### src/ldpc_mini_dec_macros.svh
/*
  frame decoder constants
  frame length, array side, llr/tag/err/byte widths,
  sample address width and ping-pong bank count
*/

`ifndef LDPC_MINI_DEC_MACROS_SVH
`define LDPC_MINI_DEC_MACROS_SVH

// samples per frame, laid out as a square bit array
`define LDPC_FRAME_LEN 16
`define LDPC_SIDE      4

// datapath widths
`define LDPC_LLR_W     8
`define LDPC_TAG_W     4
`define LDPC_ERR_W     4
`define LDPC_BYTE_W    8
`define LDPC_ADDR_W    4

// ping-pong depth, pointers are one bit
`define LDPC_BANKS     2

`endif

### src/ldpc_mini_dec_pkg.sv
/*
  shared decoder types
  per-frame status struct, engine and sink FSM states
*/

`default_nettype none

`include "ldpc_mini_dec_macros.svh"

package ldpc_mini_dec_pkg;

  // result of one frame, carried engine -> output buffer -> sink
  typedef struct packed {
    logic [`LDPC_TAG_W-1:0] tag;
    logic                   decfail;
    logic [`LDPC_ERR_W-1:0] err;
  } dec_status_t;

  // engine: idle, 16 reads, correction, write
  typedef enum logic [1:0] {E_IDLE, E_READ, E_CORRECT, E_WRITE} engine_state_t;

  // sink: idle, low byte, high byte
  typedef enum logic [1:0] {S_IDLE, S_BYTE0, S_BYTE1} sink_state_t;

endpackage

`default_nettype wire

### src/ldpc_dec_engine.sv
/*
  decoding engine
  hard decisions, row/column parity accumulation,
  single-crossing correction, result write to output buffer
*/

`timescale 1ns/1ps
`default_nettype none

`include "ldpc_mini_dec_macros.svh"

module ldpc_dec_engine import ldpc_mini_dec_pkg::*; (
  input  logic                          iclk,
  input  logic                          rst,
  // input buffer
  input  logic                          in_full,
  output logic [`LDPC_ADDR_W-1:0]       in_addr,
  input  logic signed [`LDPC_LLR_W-1:0] in_llr,
  input  logic [`LDPC_TAG_W-1:0]        in_tag,
  output logic                          in_release,
  // output buffer
  input  logic                          out_full,
  output logic                          out_wr,
  output logic [2*`LDPC_BYTE_W-1:0]     out_bytes,
  output dec_status_t                   out_status
);

  engine_state_t             state;
  logic [`LDPC_ADDR_W-1:0]   cnt;
  // read pipeline, sample index of the data now on in_llr
  logic                      rd_vld;
  logic [`LDPC_ADDR_W-1:0]   rd_idx;
  logic [`LDPC_FRAME_LEN-1:0] hard;
  logic [`LDPC_FRAME_LEN-1:0] hard_nxt;
  logic [`LDPC_SIDE-1:0]     row_par;
  logic [`LDPC_SIDE-1:0]     col_par;
  logic [`LDPC_SIDE-1:0]     row_nxt;
  logic [`LDPC_SIDE-1:0]     col_nxt;
  logic [`LDPC_FRAME_LEN-1:0] flip;
  logic                      row_one;
  logic                      col_one;

  // ----------------------------------------------------------------------
  // FSM, 16 reads + correct + write
  // ----------------------------------------------------------------------
  always_ff @(posedge iclk) begin
    if (rst) begin
      state  <= E_IDLE;
      cnt    <= '0;
      rd_vld <= 1'b0;
    end else begin
      rd_vld <= (state == E_READ);
      case (state)
        E_IDLE: begin
          // need a full input bank and somewhere to put the result
          if (in_full && !out_full) begin
            state <= E_READ;
            cnt   <= '0;
          end
        end
        E_READ: begin
          cnt <= cnt + 1'b1;
          if (cnt == `LDPC_ADDR_W'(`LDPC_FRAME_LEN - 1)) begin
            state <= E_CORRECT;
          end
        end
        E_CORRECT: state <= E_WRITE;
        E_WRITE:   state <= E_IDLE;
        default:   state <= E_IDLE;
      endcase
    end
  end

  assign in_addr = cnt;

  // ----------------------------------------------------------------------
  // hard decision and parity accumulation
  // ----------------------------------------------------------------------
  always_comb begin
    hard_nxt = hard;
    row_nxt  = row_par;
    col_nxt  = col_par;
    if (rd_vld) begin
      // negative llr -> 1
      hard_nxt[rd_idx] = in_llr[`LDPC_LLR_W-1];
      row_nxt[rd_idx / `LDPC_SIDE] = row_par[rd_idx / `LDPC_SIDE] ^ in_llr[`LDPC_LLR_W-1];
      col_nxt[rd_idx % `LDPC_SIDE] = col_par[rd_idx % `LDPC_SIDE] ^ in_llr[`LDPC_LLR_W-1];
    end
  end

  always_ff @(posedge iclk) begin
    rd_idx <= cnt;
    // cleared between frames
    if (state == E_IDLE) begin
      hard    <= '0;
      row_par <= '0;
      col_par <= '0;
    end else begin
      hard    <= hard_nxt;
      row_par <= row_nxt;
      col_par <= col_nxt;
    end
  end

  // crossing of failed row and failed column
  always_comb begin
    for (int k = 0; k < `LDPC_FRAME_LEN; k++) begin
      flip[k] = row_nxt[k / `LDPC_SIDE] & col_nxt[k % `LDPC_SIDE];
    end
  end

  // exactly one bit set
  assign row_one = (row_nxt != '0) && ((row_nxt & (row_nxt - 1'b1)) == '0);
  assign col_one = (col_nxt != '0) && ((col_nxt & (col_nxt - 1'b1)) == '0);

  // ----------------------------------------------------------------------
  // correction, last sample arrives during CORRECT
  // ----------------------------------------------------------------------
  always_ff @(posedge iclk) begin
    if (state == E_CORRECT) begin
      out_status.tag <= in_tag;
      if (row_nxt == '0 && col_nxt == '0) begin
        out_bytes          <= hard_nxt;
        out_status.decfail <= 1'b0;
        out_status.err     <= '0;
      end else if (row_one && col_one) begin
        // single error, flip the crossing bit
        out_bytes          <= hard_nxt ^ flip;
        out_status.decfail <= 1'b0;
        out_status.err     <= {{(`LDPC_ERR_W-1){1'b0}}, 1'b1};
      end else begin
        // uncorrectable, raw decisions out
        out_bytes          <= hard_nxt;
        out_status.decfail <= 1'b1;
        out_status.err     <= '0;
      end
    end
  end

  assign out_wr     = (state == E_WRITE);
  assign in_release = (state == E_WRITE);

endmodule

`default_nettype wire

### src/ldpc_dec_pingpong_buf.sv
/*
  two-bank ping-pong frame buffer
  word write port with set-full, registered read port with release,
  per-bank full flag and tag
*/

`timescale 1ns/1ps
`default_nettype none

`include "ldpc_mini_dec_macros.svh"

module ldpc_dec_pingpong_buf #(
  parameter int  DATA_W = 8,
  parameter int  DEPTH  = 16,
  parameter int  TAG_W  = 4,
  localparam int ADDR_W = (DEPTH > 1) ? $clog2(DEPTH) : 1
) (
  input  logic              iclk,
  input  logic              rst,
  // write side
  input  logic              wr_en,
  input  logic [ADDR_W-1:0] wr_addr,
  input  logic [DATA_W-1:0] wr_data,
  input  logic              wr_set_full,
  input  logic [TAG_W-1:0]  wr_tag,
  // read side
  input  logic [ADDR_W-1:0] rd_addr,
  input  logic              rd_release,
  output logic [DATA_W-1:0] rd_data,
  output logic [TAG_W-1:0]  rd_tag,
  // flags
  output logic              wr_full,
  output logic              rd_full
);

  logic [DATA_W-1:0]      mem  [`LDPC_BANKS][DEPTH];
  logic [TAG_W-1:0]       tags [`LDPC_BANKS];
  logic [`LDPC_BANKS-1:0] full;
  // bank pointers, each side walks the banks in the same order
  logic                   wr_ptr;
  logic                   rd_ptr;

  // ----------------------------------------------------------------------
  // bank flags and pointers
  // ----------------------------------------------------------------------
  always_ff @(posedge iclk) begin
    if (rst) begin
      full   <= '0;
      wr_ptr <= 1'b0;
      rd_ptr <= 1'b0;
    end else begin
      // set and release never hit the same bank
      if (wr_set_full) begin
        full[wr_ptr] <= 1'b1;
        wr_ptr       <= ~wr_ptr;
      end
      if (rd_release) begin
        full[rd_ptr] <= 1'b0;
        rd_ptr       <= ~rd_ptr;
      end
    end
  end

  // ----------------------------------------------------------------------
  // storage, read data one cycle after address
  // ----------------------------------------------------------------------
  always_ff @(posedge iclk) begin
    if (wr_en) begin
      mem[wr_ptr][wr_addr] <= wr_data;
    end
    if (wr_set_full) begin
      tags[wr_ptr] <= wr_tag;
    end
    rd_data <= mem[rd_ptr][rd_addr];
    rd_tag  <= tags[rd_ptr];
  end

  assign wr_full = full[wr_ptr];
  assign rd_full = full[rd_ptr];

endmodule

`default_nettype wire

### src/ldpc_dec_sink.sv
/*
  output sink
  ireq/ofull handshake, two-byte read-out with sop/eop and status
*/

`timescale 1ns/1ps
`default_nettype none

`include "ldpc_mini_dec_macros.svh"

module ldpc_dec_sink import ldpc_mini_dec_pkg::*; (
  input  logic                      iclk,
  input  logic                      rst,
  input  logic                      ireq,
  // output buffer
  input  logic                      buf_full,
  input  logic [2*`LDPC_BYTE_W-1:0] buf_bytes,
  input  dec_status_t               buf_status,
  output logic                      buf_release,
  // external
  output logic                      ofull,
  output logic                      oval,
  output logic                      osop,
  output logic                      oeop,
  output logic [`LDPC_BYTE_W-1:0]   odat,
  output logic [`LDPC_TAG_W-1:0]    otag,
  output logic                      odecfail,
  output logic [`LDPC_ERR_W-1:0]    oerr
);

  sink_state_t state;

  // ----------------------------------------------------------------------
  // FSM, request taken only when idle with a frame waiting
  // ----------------------------------------------------------------------
  always_ff @(posedge iclk) begin
    if (rst) begin
      state <= S_IDLE;
    end else begin
      case (state)
        S_IDLE: begin
          if (ireq && buf_full) begin
            state <= S_BYTE0;
          end
        end
        S_BYTE0: state <= S_BYTE1;
        S_BYTE1: state <= S_IDLE;
        default: state <= S_IDLE;
      endcase
    end
  end

  assign ofull       = buf_full;
  // bank freed with the last byte
  assign buf_release = (state == S_BYTE1);

  assign oval = (state != S_IDLE);
  assign osop = (state == S_BYTE0);
  assign oeop = (state == S_BYTE1);
  // low byte first, lower sample in lower bit
  assign odat = (state == S_BYTE1) ? buf_bytes[2*`LDPC_BYTE_W-1:`LDPC_BYTE_W]
                                   : buf_bytes[`LDPC_BYTE_W-1:0];

  // status stays put while the bank is held
  assign otag     = buf_status.tag;
  assign odecfail = buf_status.decfail;
  assign oerr     = buf_status.err;

endmodule

`default_nettype wire

### src/ldpc_dec_source.sv
/*
  input source
  frame acceptance, sample addressing, tag capture, ordy/obusy
*/

`timescale 1ns/1ps
`default_nettype none

`include "ldpc_mini_dec_macros.svh"

module ldpc_dec_source (
  input  logic                          iclk,
  input  logic                          rst,
  input  logic                          ival,
  input  logic                          isop,
  input  logic                          ieop,
  input  logic [`LDPC_TAG_W-1:0]        itag,
  input  logic signed [`LDPC_LLR_W-1:0] illr,
  // write bank occupied
  input  logic                          buf_full,
  output logic                          ordy,
  output logic                          obusy,
  output logic                          wr_en,
  output logic                          wr_set_full,
  output logic [`LDPC_ADDR_W-1:0]       wr_addr,
  output logic signed [`LDPC_LLR_W-1:0] wr_llr,
  output logic [`LDPC_TAG_W-1:0]        wr_tag
);

  logic                    in_frame;
  logic [`LDPC_ADDR_W-1:0] cnt;
  logic [`LDPC_TAG_W-1:0]  tag_q;
  logic                    start;
  logic                    frame_end;

  // new frame only into a free bank
  assign ordy  = ~in_frame & ~buf_full;
  assign obusy = in_frame;
  assign start = ival & isop & ordy;

  assign wr_en   = start | (ival & in_frame);
  assign wr_addr = start ? '0 : cnt;
  assign wr_llr  = illr;

  // close on ieop, or once the bank holds a whole frame
  assign frame_end   = ieop | (wr_addr == `LDPC_ADDR_W'(`LDPC_FRAME_LEN - 1));
  assign wr_set_full = wr_en & frame_end;
  assign wr_tag      = start ? itag : tag_q;

  always_ff @(posedge iclk) begin
    if (rst) begin
      in_frame <= 1'b0;
      cnt      <= '0;
    end else if (wr_en) begin
      in_frame <= ~frame_end;
      cnt      <= wr_addr + 1'b1;
    end
  end

  // tag taken with isop
  always_ff @(posedge iclk) begin
    if (start) begin
      tag_q <= itag;
    end
  end

endmodule

`default_nettype wire

### src/ldpc_dec_top.sv
/*
  decoder top level
  source -> input ping-pong -> engine -> output ping-pong -> sink
*/

`timescale 1ns/1ps
`default_nettype none

`include "ldpc_mini_dec_macros.svh"

module ldpc_dec_top import ldpc_mini_dec_pkg::*; (
  input  logic                          iclk,
  input  logic                          rst,
  input  logic                          ival,
  input  logic                          isop,
  input  logic                          ieop,
  input  logic [`LDPC_TAG_W-1:0]        itag,
  input  logic signed [`LDPC_LLR_W-1:0] illr,
  output logic                          ordy,
  output logic                          obusy,
  input  logic                          ireq,
  output logic                          ofull,
  output logic                          oval,
  output logic                          osop,
  output logic                          oeop,
  output logic [`LDPC_TAG_W-1:0]        otag,
  output logic [`LDPC_BYTE_W-1:0]       odat,
  output logic                          odecfail,
  output logic [`LDPC_ERR_W-1:0]        oerr
);

  // source -> input buffer
  logic                          src_wr_en;
  logic                          src_set_full;
  logic [`LDPC_ADDR_W-1:0]       src_addr;
  logic signed [`LDPC_LLR_W-1:0] src_llr;
  logic [`LDPC_TAG_W-1:0]        src_tag;
  logic                          ibuf_wr_full;
  // input buffer -> engine
  logic                          ibuf_rd_full;
  logic signed [`LDPC_LLR_W-1:0] ibuf_llr;
  logic [`LDPC_TAG_W-1:0]        ibuf_tag;
  logic [`LDPC_ADDR_W-1:0]       eng_addr;
  logic                          eng_release;
  // engine -> output buffer
  logic                          eng_wr;
  logic [2*`LDPC_BYTE_W-1:0]     eng_bytes;
  dec_status_t                   eng_status;
  logic                          obuf_wr_full;
  // output buffer -> sink
  logic                          obuf_rd_full;
  logic [2*`LDPC_BYTE_W-1:0]     obuf_bytes;
  dec_status_t                   obuf_status;
  logic                          snk_release;

  // ----------------------------------------------------------------------
  // input side
  // ----------------------------------------------------------------------
  ldpc_dec_source source_inst (
    .iclk, .rst, .ival, .isop, .ieop, .itag, .illr,
    .buf_full    (ibuf_wr_full),
    .ordy, .obusy,
    .wr_en       (src_wr_en),
    .wr_set_full (src_set_full),
    .wr_addr     (src_addr),
    .wr_llr      (src_llr),
    .wr_tag      (src_tag)
  );

  ldpc_dec_pingpong_buf #(
    .DATA_W (`LDPC_LLR_W),
    .DEPTH  (`LDPC_FRAME_LEN),
    .TAG_W  (`LDPC_TAG_W)
  ) ibuf_inst (
    .iclk, .rst,
    .wr_en   (src_wr_en),    .wr_addr (src_addr),   .wr_data     (src_llr),
    .wr_set_full (src_set_full), .wr_tag (src_tag),
    .rd_addr (eng_addr),     .rd_release (eng_release),
    .rd_data (ibuf_llr),     .rd_tag  (ibuf_tag),
    .wr_full (ibuf_wr_full), .rd_full (ibuf_rd_full)
  );

  // ----------------------------------------------------------------------
  // engine
  // ----------------------------------------------------------------------
  ldpc_dec_engine engine_inst (
    .iclk, .rst,
    .in_full   (ibuf_rd_full), .in_addr (eng_addr),  .in_llr     (ibuf_llr),
    .in_tag    (ibuf_tag),     .in_release (eng_release),
    .out_full  (obuf_wr_full), .out_wr  (eng_wr),
    .out_bytes (eng_bytes),    .out_status (eng_status)
  );

  // ----------------------------------------------------------------------
  // output side, one word per bank
  // ----------------------------------------------------------------------
  ldpc_dec_pingpong_buf #(
    .DATA_W (2*`LDPC_BYTE_W),
    .DEPTH  (1),
    .TAG_W  ($bits(dec_status_t))
  ) obuf_inst (
    .iclk, .rst,
    .wr_en   (eng_wr),       .wr_addr (1'b0),       .wr_data     (eng_bytes),
    .wr_set_full (eng_wr),   .wr_tag  (eng_status),
    .rd_addr (1'b0),         .rd_release (snk_release),
    .rd_data (obuf_bytes),   .rd_tag  (obuf_status),
    .wr_full (obuf_wr_full), .rd_full (obuf_rd_full)
  );

  ldpc_dec_sink sink_inst (
    .iclk, .rst, .ireq,
    .buf_full    (obuf_rd_full),
    .buf_bytes   (obuf_bytes),
    .buf_status  (obuf_status),
    .buf_release (snk_release),
    .ofull, .oval, .osop, .oeop, .odat, .otag, .odecfail, .oerr
  );

endmodule

`default_nettype wire

### config.mk
export PLATFORM = sky130hd
export DESIGN_NAME = ldpc_dec_top
export DESIGN_NICKNAME = d
export VERILOG_FILES = /design/src/ldpc_mini_dec_pkg.sv /design/src/ldpc_dec_engine.sv /design/src/ldpc_dec_pingpong_buf.sv /design/src/ldpc_dec_sink.sv /design/src/ldpc_dec_source.sv /design/src/ldpc_dec_top.sv
export VERILOG_INCLUDE_DIRS = /design/src
export SDC_FILE = /design/constraint.sdc
export NUM_CORES = 1
export LEC_CHECK = 0
export BUFFER_PORTS_ARGS = -buffer_cell sky130_fd_sc_hd__buf_2
export CORE_MARGIN = 4
export CORE_UTILIZATION = 40
export CTS_BUF_LIST = sky130_fd_sc_hd__clkbuf_2 sky130_fd_sc_hd__clkbuf_4 sky130_fd_sc_hd__clkbuf_8
export DETAILED_ROUTE_END_ITERATION = 8
export GPL_TIMING_DRIVEN = 1
export SYNTH_ARGS = -nofsm -noshare
export SYNTH_HDL_FRONTEND = slang
export SYNTH_SLANG_ARGS = --single-unit
### constraint.sdc
create_clock -name iclk -period 3.2 [get_ports iclk]
set_input_delay 0.16 -clock iclk [delete_from_list [all_inputs] [get_ports iclk]]
set_output_delay 0.16 -clock iclk [all_outputs]
set_load 0.1 [all_outputs]
# --- Word-level counts from Yosys, hierarchy flattened ---
# Memory sizes are Yosys's and may differ from the RTL's. A register that Yosys moved wholly into a read port is not among the register bits.
# Index checks and enable logic that the tools add are counted.
# W data, S select, Z words.
totals:
  reg_bits: 87
  latch_bits: 0
  ramBits: 314
  romBits: 0
  in_bits: 18
  output_inout_bits: 23
  elab_cells: 191
  memories: 4
mem_list:
  columns: ["name", "words", "width", "rd", "rd_ports_with_merged_regs", "wr", "line_no", "text"]
  rows:
  - ["ibuf_inst.mem", 2, 128, 1, 1, 1, "ldpc_dec_pingpong_buf.sv:36", "logic [DATA_W-1:0] mem [`LDPC_BANKS][DEPTH];"]
  - ["obuf_inst.mem", 2, 16, 1, 1, 1, "ldpc_dec_pingpong_buf.sv:36", null]
  - ["obuf_inst.tags", 2, 9, 1, 1, 1, "ldpc_dec_pingpong_buf.sv:37", "logic [TAG_W-1:0] tags [`LDPC_BANKS];"]
  - ["ibuf_inst.tags", 2, 4, 1, 1, 1, "ldpc_dec_pingpong_buf.sv:37", null]
classes:
  add_sub_neg: 4
  mul: 0
  div_mod_pow: 0
  order_cmp: 17
  n_eq_ne: 10
  shifts: 0
  n_mux: 64
  bitwise_logic: 43
  n_reduce_logical: 27
op_table:
  columns: ["operator", "n"]
  rows:
  - ["$mux W128", 1]
  - ["$mux W16", 3]
  - ["$bmux W8 S4", 1]
  - ["$demux W8 S4", 1]
  - ["$mux W8", 4]
  - ["$mux W1", 24]
  - ["$and A1 B1 Y1", 21]
  - ["$mux W4", 5]
  - ["$mux W2", 9]
  - ["$bwmux W16", 1]
  - ["$logic_not A4 Y1", 4]
  - ["$xor A16 B16 Y16", 1]
  - ["$logic_and A1 B1 Y1", 14]
  - ["$ge A5 B5 Y1 const B", 2]
  - ["$not A4 Y5", 2]
  - ["$add A4 B1 Y4 const B", 2]
  - ["$and A4 B4 Y4", 2]
  - ["$bwmux W4", 2]
  - ["$eq A4 B4 Y1 const B", 2]
  - ["$lt A1 B2 Y1 const B", 4]
  - ["$pmux W2 S4", 1]
  - ["$pmux W4 S2", 1]
  - ["$reduce_bool A4 Y1", 2]
  - ["$sub A4 B1 Y4 const B", 2]
  - ["26 further kinds", 54]

# --- Logic depth before layout (Yosys ltp) ---
# Gate-level depths: netlist (run 1).
depth:
  ltp_word: 13
  mapped_depth: 10
  mapped_depth_nobuf: 8

# --- Hierarchy ---
# A second synthesis (run 1) with hierarchy kept.
hier_totals:
  cells_unflattened: 921
  hier_area_um2: 16699.8
by_module_without_submodules:
  columns: ["module", "n_inst", "cells_each", "area_per_inst_um2", "seq_area_each_um2"]
  rows:
  - ["ldpc_dec_pingpong_buf (ibuf_inst)", 1, 454, 10617.7, 8267.9]
  - ["ldpc_dec_engine", 1, 259, 2740.1, 1361.3]
  - ["ldpc_dec_pingpong_buf (obuf_inst)", 1, 125, 2506.2, 2082.0]
  - ["ldpc_dec_source", 1, 54, 531.8, 180.2]
  - ["ldpc_dec_sink", 1, 28, 300.3, 40.0]
  - ["ldpc_dec_top", 1, 1, 3.8, 0.0]

# --- Least setup slack after synthesis (run 1) ---
# No wires, ideal clock.
synth_path:
  path_kind: "register to register"
  start: "register source_inst.in_frame (netlist: source_inst.obusy)"
  end: "memory ibuf_inst.mem[1][127] (netlist name) (enable)"
  setup_time_ps: 299
  arrival_ps: 3027
  required_ps: 2901
  setup_slack_ps: -126
  path_stages_with_launch: 6
  path_buffers: 1
  period_less_slack_ps: 3326
  cell_sequence: "dfxtp_1 > nor2b_1 > and3_1 > clkbuf_1 > o21ai_0 > nor2_1"
synth_between:
  elab_chain_len: 10
  elab_cells_between_ends: 14
  cone_classes: "2 x order compare; 5 x mux; 6 x bitwise; 1 x reduce/logical"
synth_lines:
  columns: ["item", "line_no", "text"]
  rows:
  - ["start: declaration", "ldpc_dec_source.sv:30", "logic in_frame;"]
  - ["start signal: assignment", "ldpc_dec_source.sv:55", "in_frame <= ~frame_end;"]
  - ["$not A1 Y1 (*)", "ldpc_dec_source.sv:37", "assign ordy = ~in_frame & ~buf_full;"]
  - ["$and A1 B1 Y1 (*)", "ldpc_dec_source.sv:37", null]
  - ["named net ordy", "ldpc_dec_top.sv:19", "output logic ordy,"]
  - ["$and A1 B1 Y1 (*)", "ldpc_dec_source.sv:39", "assign start = ival & isop & ordy;"]
  - ["$mux W4", "ldpc_dec_source.sv:42", "assign wr_addr = start ? '0 : cnt;"]
  - ["$not A4 Y5 (implied by the code)", "ldpc_dec_pingpong_buf.sv:69", "mem[wr_ptr][wr_addr] <= wr_data;"]
  - ["$ge A5 B5 Y1 (implied by the code) or $lt A5 B1 Y1 (tied branches)", "ldpc_dec_pingpong_buf.sv:69", null]
  - ["$logic_and A1 B1 Y1 (implied by the code)", "ldpc_dec_pingpong_buf.sv:69", null]
  - ["$mux W8 (implied by the code)", "ldpc_dec_pingpong_buf.sv:69", null]
  - ["$demux W8 S4", "ldpc_dec_pingpong_buf.sv:69", null]
  - ["$mux W128 (implied by the code) (*)", "ldpc_dec_pingpong_buf.sv:69", null]
  - ["end: declaration", "ldpc_dec_pingpong_buf.sv:36", null]
# The timed path passes the listed nets; every way through them passes the cells marked *.

# --- Worst setup path after layout (run 1) ---
layout_path:
  start: "register engine_inst.rd_idx[0]"
  end: "register engine_inst.out_bytes[7], data pin"
layout_between:
  elab_chain_len: 13
  elab_cells_between_ends: 29
  cone_classes: "1 x add/sub; 4 x order compare; 12 x mux; 4 x bitwise; 8 x reduce/logical"
layout_lines:
  columns: ["item", "line_no", "text"]
  rows:
  - ["start: declaration", "ldpc_dec_engine.sv:32", "logic [`LDPC_ADDR_W-1:0] rd_idx;"]
  - ["start signal: assignment", "ldpc_dec_engine.sv:92", "rd_idx <= cnt;"]
  - ["$lt A2 B3 Y1 or $ge A2 B1 Y1 (tied branches)", "ldpc_dec_engine.sv:87", "col_nxt[rd_idx % `LDPC_SIDE] = col_par[rd_idx % `LDPC_SIDE] ^ in_llr[`LDPC_LLR_W-1];"]
  - ["$logic_and A1 B1 Y1", "ldpc_dec_engine.sv:87", null]
  - ["$mux W1", "ldpc_dec_engine.sv:87", null]
  - ["$demux W1 S2", null, null]
  - ["$bwmux W4", "ldpc_dec_engine.sv:87", null]
  - ["$mux W4", "ldpc_dec_engine.sv:83", "if (rd_vld) begin"]
  - ["$sub A4 B1 Y4", "ldpc_dec_engine.sv:114", "assign col_one = (col_nxt != '0) && ((col_nxt & (col_nxt - 1'b1)) == '0);"]
  - ["$and A4 B4 Y4", "ldpc_dec_engine.sv:114", null]
  - ["$logic_not A4 Y1", "ldpc_dec_engine.sv:114", null]
  - ["$logic_and A1 B1 Y1", "ldpc_dec_engine.sv:114", null]
  - ["$logic_and A1 B1 Y1", "ldpc_dec_engine.sv:126", "end else if (row_one && col_one) begin"]
  - ["$mux W16", "ldpc_dec_engine.sv:126", null]
  - ["$mux W16 (*)", "ldpc_dec_engine.sv:122", "if (row_nxt == '0 && col_nxt == '0) begin"]
  - ["end signal: assignment", "ldpc_dec_engine.sv:123", "out_bytes <= hard_nxt;"]
  - ["end signal: assignment", "ldpc_dec_engine.sv:128", "out_bytes <= hard_nxt ^ flip;"]
  - ["end signal: assignment", "ldpc_dec_engine.sv:133", "out_bytes <= hard_nxt;"]
  - ["end: declaration", "ldpc_dec_engine.sv:24", "output logic [2*`LDPC_BYTE_W-1:0] out_bytes,"]
# Mark *: on every way between the ends. The rest lies on a longest branch, timed or not. The select of a mux whose other input is x is not followed.
# A chain may end at the register's enable or synchronous reset.

==> results of run 1 <==
## cells by family after synthesis
group	synth area share
flops	0.637
other cells	0.000495
simple gates	0.136
compound gates	0.0404
mux	0.111
buf+inv	0.0246
xor+xnor	0.0347
fa+ha+maj	0.0165
## worst register-to-register path, delay by kind of cell, from the launching register on
kind / cells / cell delay, ps
flip-flops: 1 / 690
XOR/XNOR: 1 / 110
AND/OR/NAND/NOR: 3 / 1170
AO/OA/AOI/OAI: 2 / 450
## sequential cells by signal, indices dropped and copies added, names as in the netlist, 8 cells and up, named ones only
signal                 cells
engine_inst.hard          16
obuf_inst.mem             32
ibuf_inst.tags             8
obuf_inst.tags            12
obuf_inst.rd_data         16
engine_inst.out_bytes     16
ibuf_inst.mem             32
## power by group
| group | switching, mW | internal, mW |
|---|---|---|
| Combinational | 0.408 | 0.172 |
| Sequential | 0.0933 | 2.69 |
| Clock | 0.940 | 0.596 |
## routing by layer
layer / GRT usage / vias up / part of all wire
met5: 0 / - / 0
met4: 0.0494 / 0 / 0.0063
met3: 0.0308 / 4 / 0.029
met2: 0.229 / 60 / 0.51
met1: 0.164 / 2177 / 0.46
li1: - / 2165 / -
## metrics by stage
step	cell area (um^2)	utilization	std cells	setup WS, ps
3_3_place_gp	7950	0.427	833	620
3_5_place_dp	7950	0.427	833	529
2_1_floorplan	7590	-	590	418
4_1_cts	8400	0.451	870	521
5_1_grt	8400	0.451	870	326
6_report	8400	0.451	870	527
## synth_stat cells, types with 8 or more instances
cell type  count  area (um^2)
nand2_1       36          135
nand3b_1      11         82.6
ha_1          10          125
clkbuf_1      18         67.6
mux2i_1       20          200
nand3_1        8         40.0
mux4_2        10          225
dfxtp_1       82         1640
mux2_2        37          417
xnor2_1       28          245
a21oi_1        9         45.0
inv_1         12         45.0
nor4_1        12         75.1
edfxtp_1     106         3180
nor2_1        93          349
nor2b_1       12         75.1
## area by class of cell
class	instances	area, um^2
Tap cell	234	293
Inverter	12	45.0
Sequential cell	188	4820
Timing Repair Buffer	43	260
Fill cell	1678	10200
Clock inverter	15	165
Multi-Input combinational cell	361	2580
Clock buffer	17	234
## repair_timing
action	CTS	global route
endpoints found under the hold margin	13	0
endpoints found under the setup margin	0	0
buffers inserted	0	0
hold buffers	5	0
## worst max-delay path by stage
stage | from | to | cells after the start
after floorplan | source_inst.obusy | ibuf_inst.full[0] | 8
after global placement | engine_inst.rd_idx[0] | engine_inst.out_bytes[7] | 6
after detailed placement | engine_inst.rd_idx[0] | engine_inst.out_bytes[7] | 6
after CTS | engine_inst.rd_idx[0] | engine_inst.out_bytes[7] | 6
after global routing | engine_inst.rd_idx[0] | engine_inst.out_bytes[4] | 6
final | engine_inst.rd_idx[0] | engine_inst.out_bytes[7] | 6
==> flow_summary.ini, run 1 <==
[clock_tree]
clk_pin_slew_worst_paths_ps = 110
clock_sinks = 188
post_cts_resized = 0
cts-root-buf = clkbuf_8
clk_path_buf_depth = 2
cts_buffers = 17
tritoncts = done
h-tree-depth = 4
clk_latency_ps = 470

[die]
num_rows = 50
die_w_um = 146
ioPinCount = 41
die_area_um2 = 21200
die_h_um = 146
initial_core_util = 0.407
coreArea_um2 = 18600

[route]
drt_iter0_drc = 288
wl_per_cell_um = 15.4
wl_um = 13400
ant_nets = 0
firstDrtPassIters = 4
via_count = 4406
viasPerCell = 5.06
drc = 0

[run]
maxCapViolations = 0

[global_routing]
grt_max_degree = 33
overflow = 0
grt_pass1_vias = 4623
antenna_found_initial = 0
grt_pass1_wl_um = 22800
track_usage = 0.133

[power_and_ir_drop]
design_power_total_mw = 4.90
vdd.ir_drop.worst_mv = 0.259
power_density_nw_per_um2 = 583
p_leak_nw = 2.80

[worst_setup_path]
r2r_cells = 6
crit_path_cell_trace = nor2b_1 -> a221oi_2 -> nor4_2 -> o2111ai_4 -> nor4b_1 -> xnor2_1
r2r_end = engine_inst.out_bytes[7]
end_kind = flip-flop
path_class = reg2reg
cpPeakStageDelay_ps = 690
cp_max_fo = 19
rrSetupSlack_ps = 530
crit_path_start_kind = flip-flop
critical_path.top_delay_family = simple AND/OR/NAND/NOR gates
critPathBufInv = 0
critPathRequiredTime_ps = 3410
arrival_ps = 2880
r2r_start = engine_inst.rd_idx[0]
slowest_stage = dfxtp_1

[cells_and_area]
final_common_cell = edfxtp_1
mostFrequentLayoutCells = edfxtp_1 (106), nor2_1 (93), dfxtp_1 (82)
area_growth_pct = 10.9
antenna_cells = 0
nNetsFinal = 651
drive_above_1_share = 0.206

[logic_synthesis]
synth_cells = 588
synth_cell_types = 52
synth-edff-count = 106
synth-main-ff-cell = edfxtp_1
ys_ff_latch = 188
syn_area_um2 = 7580
yosys_warnings = 0
synth_area_per_cell_um2 = 12.9
ys_async_sr_fraction = 0
ys_seq_area_frac = 0.637

[sta]
tns_ps = 0
period_needed_ps = 2670
worst-slew-pin-transition_ps = 1090
drv_slew = 0
timing.hold.ws_ps = 86.4
finalCritPeriodShare = 0.835
max_freq_ghz = 0.374
relSlewSlack = 0.271
skew_ps = 20.9
rsz0062_at_grt = no
setup_viol = 0
hold_viol_final = 0

[hold_path]
hold-path-cell-count = 4
whs_endpoint = source_inst.obusy
holdCritStartpoint = ieop
hold_path_class = in2reg

[placed_design]
dpl.hpwl_um = 9000
io_buffers = 30
place.gp.congestion = 0.803

[run_status]
status = finished, final reports clean
No activity file was read; power rests on OpenSTA's default activity.
==> inputs of run 2 (changes only) <==
- ABC_AREA: default -> 1
- clock period: 3.2 -> 2.7 ns (I/O delays scaled with it)
==> run 2 against run 1 <==
- first-iteration DRC count increased by 13%
- critical endpoint is now ibuf_inst.tags[1][2]
- worst setup slack got worse by 240 ps
- hold slack improved by 1.4 ps
- non-clock buffer count increased by 11
- largest power group unchanged
- largest cell class unchanged
==> flow_summary.ini, run 2 <==
[clock_tree]
cts_setup_buffers = 0
clk_path_buf_depth = 2
tritoncts = done
h-tree-depth = 4
post_cts_resized = 0
clk_pin_slew_worst_paths_ps = 100
cts_hold_buf = 6
cts-root-buf = clkbuf_8
clock_sinks = 188
cts_buffers = 17
clk_latency_ps = 470

[sta]
rsz0062_at_grt = no
hold_viol_final = 0
setup_viol = 0
timing.hold.ws_ps = 87.9
max_freq_ghz = 0.414
finalCritPeriodShare = 0.894
relSlewSlack = 0.661
period_needed_ps = 2410
worst-slew-pin-transition_ps = 508
drv_slew = 0
tns_ps = 0
skew_ps = 13.1

[logic_synthesis]
ys_ff_latch = 188
synth_top_area_frac = 0.404
syn_area_um2 = 7890
synth_most_common_cell = nand2_1
synth_cells = 839
synth_cell_types = 41
synth_area_per_cell_um2 = 9.40
synth-edff-count = 106
synth-main-ff-cell = edfxtp_1
ys_seq_area_frac = 0.612
ys_async_sr_fraction = 0
yosys-top-cells-count = nand2_1 (237), edfxtp_1 (106), nor2_1 (106)
synth_area_leader_cell = edfxtp_1
ys_top_cells_by_area = edfxtp_1 (40%), dfxtp_1 (21%), nand2_1 (11%)
yosys_warnings = 0

[worst_setup_path]
end_kind = flip-flop
path_class = reg2reg
cp_max_fo = 6
cp_common_cell = inv_1
crit_path_start_kind = flip-flop
slowest_stage = nor2_1
cpPeakStageDelay_ps = 380
arrival_ps = 2530
crit_path_cell_trace = inv_1 -> o21ai_1 -> nor3_2 -> inv_1 -> nand2_1 -> inv_1 -> ha_1 -> inv_1 -> o21bai_1 -> nand2_1 -> nor2_1
critPathRequiredTime_ps = 2810

[run_status]
status = finished, final reports clean

[die]
die_h_um = 148
die_w_um = 148
initial_core_util = 0.406
ioPinCount = 41
coreArea_um2 = 19400
num_rows = 51
die_area_um2 = 22000

[placed_design]
io_buffers = 30
dpl.hpwl_um = 10200
place.gp.congestion = 0.877

[global_routing]
grt_pass1_wl_um = 25200
antenna_found_initial = 0
overflow = 0
grt_max_degree = 33
grt_pass1_vias = 5162
track_usage = 0.144

[cells_and_area]
mostFrequentLayoutCells = nand2_1 (237), edfxtp_1 (106), nor2_1 (105)
drive_above_1_share = 0.140
antenna_cells = 0
fin_util = 0.456
final_common_cell = nand2_1
area_growth_pct = 12.3
nNetsFinal = 918
largest_registers = ibuf_inst.mem: 32 flops, obuf_inst.mem: 32 flops

[power_and_ir_drop]
vdd.ir_drop.worst_mv = 0.297
power_density_nw_per_um2 = 766
p_leak_nw = 3.66

[route]
wl_um = 15200
via_count = 5444
topRoutingLayerUsed = met4
wl_per_cell_um = 13.0
drc = 0
ant_nets = 0
firstDrtPassIters = 4
route.met3.wl_um = 472
met2_length_um = 7220
drt_iter0_drc = 325
met1_length_um = 7260
viasPerCell = 4.66

[run]
maxCapViolations = 0

[hold_path]
hold_path_class = in2reg
[run 2: logic make-up (layout without fill, tap and decap cells)]
kind of cell,count (synthesis),after routing,share of synthesized area
AOI/OAI and AO/OA,75,75,0.0546
xor gates and xnor gates,16,16,0.0178
adders and majority gates,10,10,0.0159
buffers and inverters,96,158,0.0495
DFF,188,188,0.612
muxes,3,3,0.00381
other,1,3,0.000476
and+or+nand+nor,450,450,0.246
[run 2: cell type report]
| class | count | area (um^2) |
|---|---|---|
| fillers | 1924 | 10500 |
| flip-flops and latches | 188 | 4820 |
| multi-input cells | 557 | 2680 |
| repair buffers | 54 | 345 |
| well taps | 265 | 332 |
| clock buffers | 21 | 270 |
| inverters | 72 | 270 |
| clock inverters | 11 | 130 |
[run 2: metrics by stage]
step / total power, mW / worst slack (ps) / cells / area [um^2]
after floorplan: 4.57 / 30.1 / 841 / 7890
after global placement: 4.94 / 316 / 1130 / 8390
after detailed placement: 4.95 / 300 / 1130 / 8390
after CTS: 6.86 / 287 / 1168 / 8850
after global routing: 7.12 / 72.0 / 1168 / 8850
final: 6.78 / 286 / 1168 / 8850
[run 2: final timing paths]
kind / slack (ps) / from / depth (start not counted) / to
worst max register to register: 290 / ibuf_inst.full[0] / 11 / ibuf_inst.tags[1][2]
worst min-delay path: 90 / ival / 4 / source_inst.cnt[3]
worst min register to register: 380 / engine_inst.in_addr[3] / 0 / engine_inst.rd_idx[3]
worst max-delay path: 290 / ibuf_inst.full[0] / 11 / ibuf_inst.tags[1][2]
[run 2: power by group]
group | switching [mW] | total (mW) | internal, mW
registers | 0.121 | 3.45 | 3.33
clock network | 1.00 | 1.89 | 0.892
logic | 1.08 | 1.43 | 0.348
[run 2: critical path, delay by kind of cell, from the launching register on]
family                     cells  cell delay [ps]
DFF                            1              340
AOI/OAI and AO/OA              2              400
adders and majority gates      1              160
buffers and inverters          4              390
and+or+nand+nor                4              760
[run 2: per-layer routing]
metal,up-vias,global-route usage
met3,19,0.0305
met2,72,0.242
met4,0,0.0485
met5,-,0
met1,2519,0.187
li1,2834,-
==> inputs of run 3 (changes only) <==
- CORE_MARGIN: 4 -> default
==> run 3 against run 2 <==
- core utilization rose by 0.58 points
- critical endpoint is now ibuf_inst.tags[1][3]
- cell count fell by 0.68%
- first-iteration DRC count fell by 9.2%
- cell area fell by 0.72%
==> flow_summary.ini, run 3 (synthesis gave the netlist of run 2 again) <==
[clock_tree]
tritoncts = done
clk_latency_ps = 460
cts_setup_buffers = 0
clk_pin_slew_worst_paths_ps = 100
clock_sinks = 188
cts-root-buf = clkbuf_8
h-tree-depth = 4
clk_path_buf_depth = 2
cts_buffers = 17

[worst_setup_path]
arrival_ps = 2530
critPathRequiredTime_ps = 2800
path_class = reg2reg
critical_path.top_delay_family = simple AND/OR/NAND/NOR gates
crit_path_cell_trace = inv_1 -> o21ai_1 -> nor3_2 -> inv_1 -> nand2_1 -> inv_1 -> ha_1 -> inv_1 -> o21bai_1 -> nand2_1 -> nor2_1
crit_path_start_kind = flip-flop
cpPeakStageDelay_ps = 430
slowest_stage = nor2_1
crit_cells = 11
end_kind = flip-flop
cp_common_cell = inv_1
critPathBufInv = 4
cp_max_fo = 6
r2r_cells = 11

[sta]
hold_viol_final = 0
max_freq_ghz = 0.413
rsz0062_at_grt = no
worst-slew-pin-transition_ps = 512
drv_slew = 0
relSlewSlack = 0.657
setup_viol = 0
period_needed_ps = 2420
finalCritPeriodShare = 0.897
skew_ps = 11.7
worst_slack_ps = 277
tns_ps = 0

[cells_and_area]
final_common_cell = nand2_1
nNetsFinal = 915
largest_registers = ibuf_inst.mem: 32 flops, obuf_inst.mem: 32 flops
area_growth_pct = 11.5
drive_above_1_share = 0.138
mostFrequentLayoutCells = nand2_1 (237), edfxtp_1 (106), nor2_1 (105)
num-fill-cells = 1844
antenna_cells = 0

[run]
maxCapViolations = 0

[die]
die_area_um2 = 20300
die_w_um = 142
die_h_um = 142
coreArea_um2 = 19000
ioPinCount = 41
num_rows = 50
initial_core_util = 0.415

[global_routing]
overflow = 0
grt_pass1_vias = 5168
track_usage = 0.162
grt_max_degree = 33
antenna_found_initial = 0
grt_pass1_wl_um = 25100

[route]
drt_iter0_drc = 295
wl_um = 15100
ant_nets = 0
firstDrtPassIters = 6
via_count = 5435
drc = 0
wl_per_cell_um = 13.0
viasPerCell = 4.69

[placed_design]
dpl.hpwl_um = 10200
pre_cts_ws_ps = 280
place.gp.congestion = 0.859
io_buffers = 30

[power_and_ir_drop]
switching_share = 0.342
p_int_mw = 4.34
power_density_nw_per_um2 = 751
vdd.ir_drop.worst_mv = 0.315
p_sw_mw = 2.26
p_leak_nw = 3.62
p_clk_frac = 0.261
share_comb_of_total_power = 0.216
p_seq_frac = 0.523

[hold_path]
hold_path_class = in2reg
hold-path-cell-count = 2

[run_status]
status = finished, final reports clean
run 3: worst paths after layout:
check                                            start                     to  slack, ps
worst max-delay path                 ibuf_inst.full[0]   ibuf_inst.tags[1][3]        280
worst min-delay path                               rst      source_inst.obusy         40
worst max register to register       ibuf_inst.full[0]   ibuf_inst.tags[1][3]        280
worst min register to register  engine_inst.in_addr[3]  engine_inst.rd_idx[3]        390
run 3: area by class of cell:
cell class / instances / area, um^2 / share of cell area
sequential: 188 / 4820 / 0.549
clock inverter: 15 / 134 / 0.0152
clock buffer: 17 / 234 / 0.0266
tap: 260 / 325 / 0.0370
inverter: 72 / 270 / 0.0308
multi-input combinational: 557 / 2680 / 0.305
timing repair buffer: 51 / 320 / 0.0364
run 3: metal layers:
metal  vias to the layer above  GRT usage  wire (um)
li1                       2832          -          -
met1                      2483      0.205       7100
met2                       100      0.269       7150
met3                        20     0.0373        591
met4                         0     0.0594        260
met5                         -          0          0
run 3: worst register-to-register path, stage by stage (launching register included):
cell and delay (ps):
dfxtp_1 340, inv_1 60, o21ai_1 210, nor3_2 120
inv_1 180, nand2_1 140, inv_1 100, ha_1 160
inv_1 50, o21bai_1 170, nand2_1 110, nor2_1 430
run 3: what timing repair did:
action | 4_1_cts | 5_1_grt
gates resized for setup | 0 | 0
endpoints found under the hold margin | 13 | 0
hold buffers | 5 | 0
run 3: per-stage QoR:
| stage | instances | utilization | instance area, um^2 | hold WS (ps) | total power, mW |
|---|---|---|---|---|---|
| 6_report | 1160 | 0.462 | 8790 | 37.0 | 6.60 |
| 3_5_place_dp | 1123 | 0.440 | 8370 | 382 | 4.95 |
| 3_3_place_gp | 1123 | 0.440 | 8370 | 379 | 4.94 |
| 4_1_cts | 1160 | 0.462 | 8790 | 5.93 | 6.69 |
| 2_1_floorplan | 841 | - | 7890 | 234 | 4.57 |
| 5_1_grt | 1160 | 0.462 | 8790 | 59.0 | 6.97 |
run 3: power groups by stage:
stage               Sequential [mW]  Combinational [mW]  Clock (mW)
finish                         3.45                1.43        1.72
detailed placement             3.52                1.43           0
global placement               3.51                1.42           0
floorplan                      3.57                1.01           0
CTS                            3.46                1.44        1.79
global route                   3.48                1.58        1.91
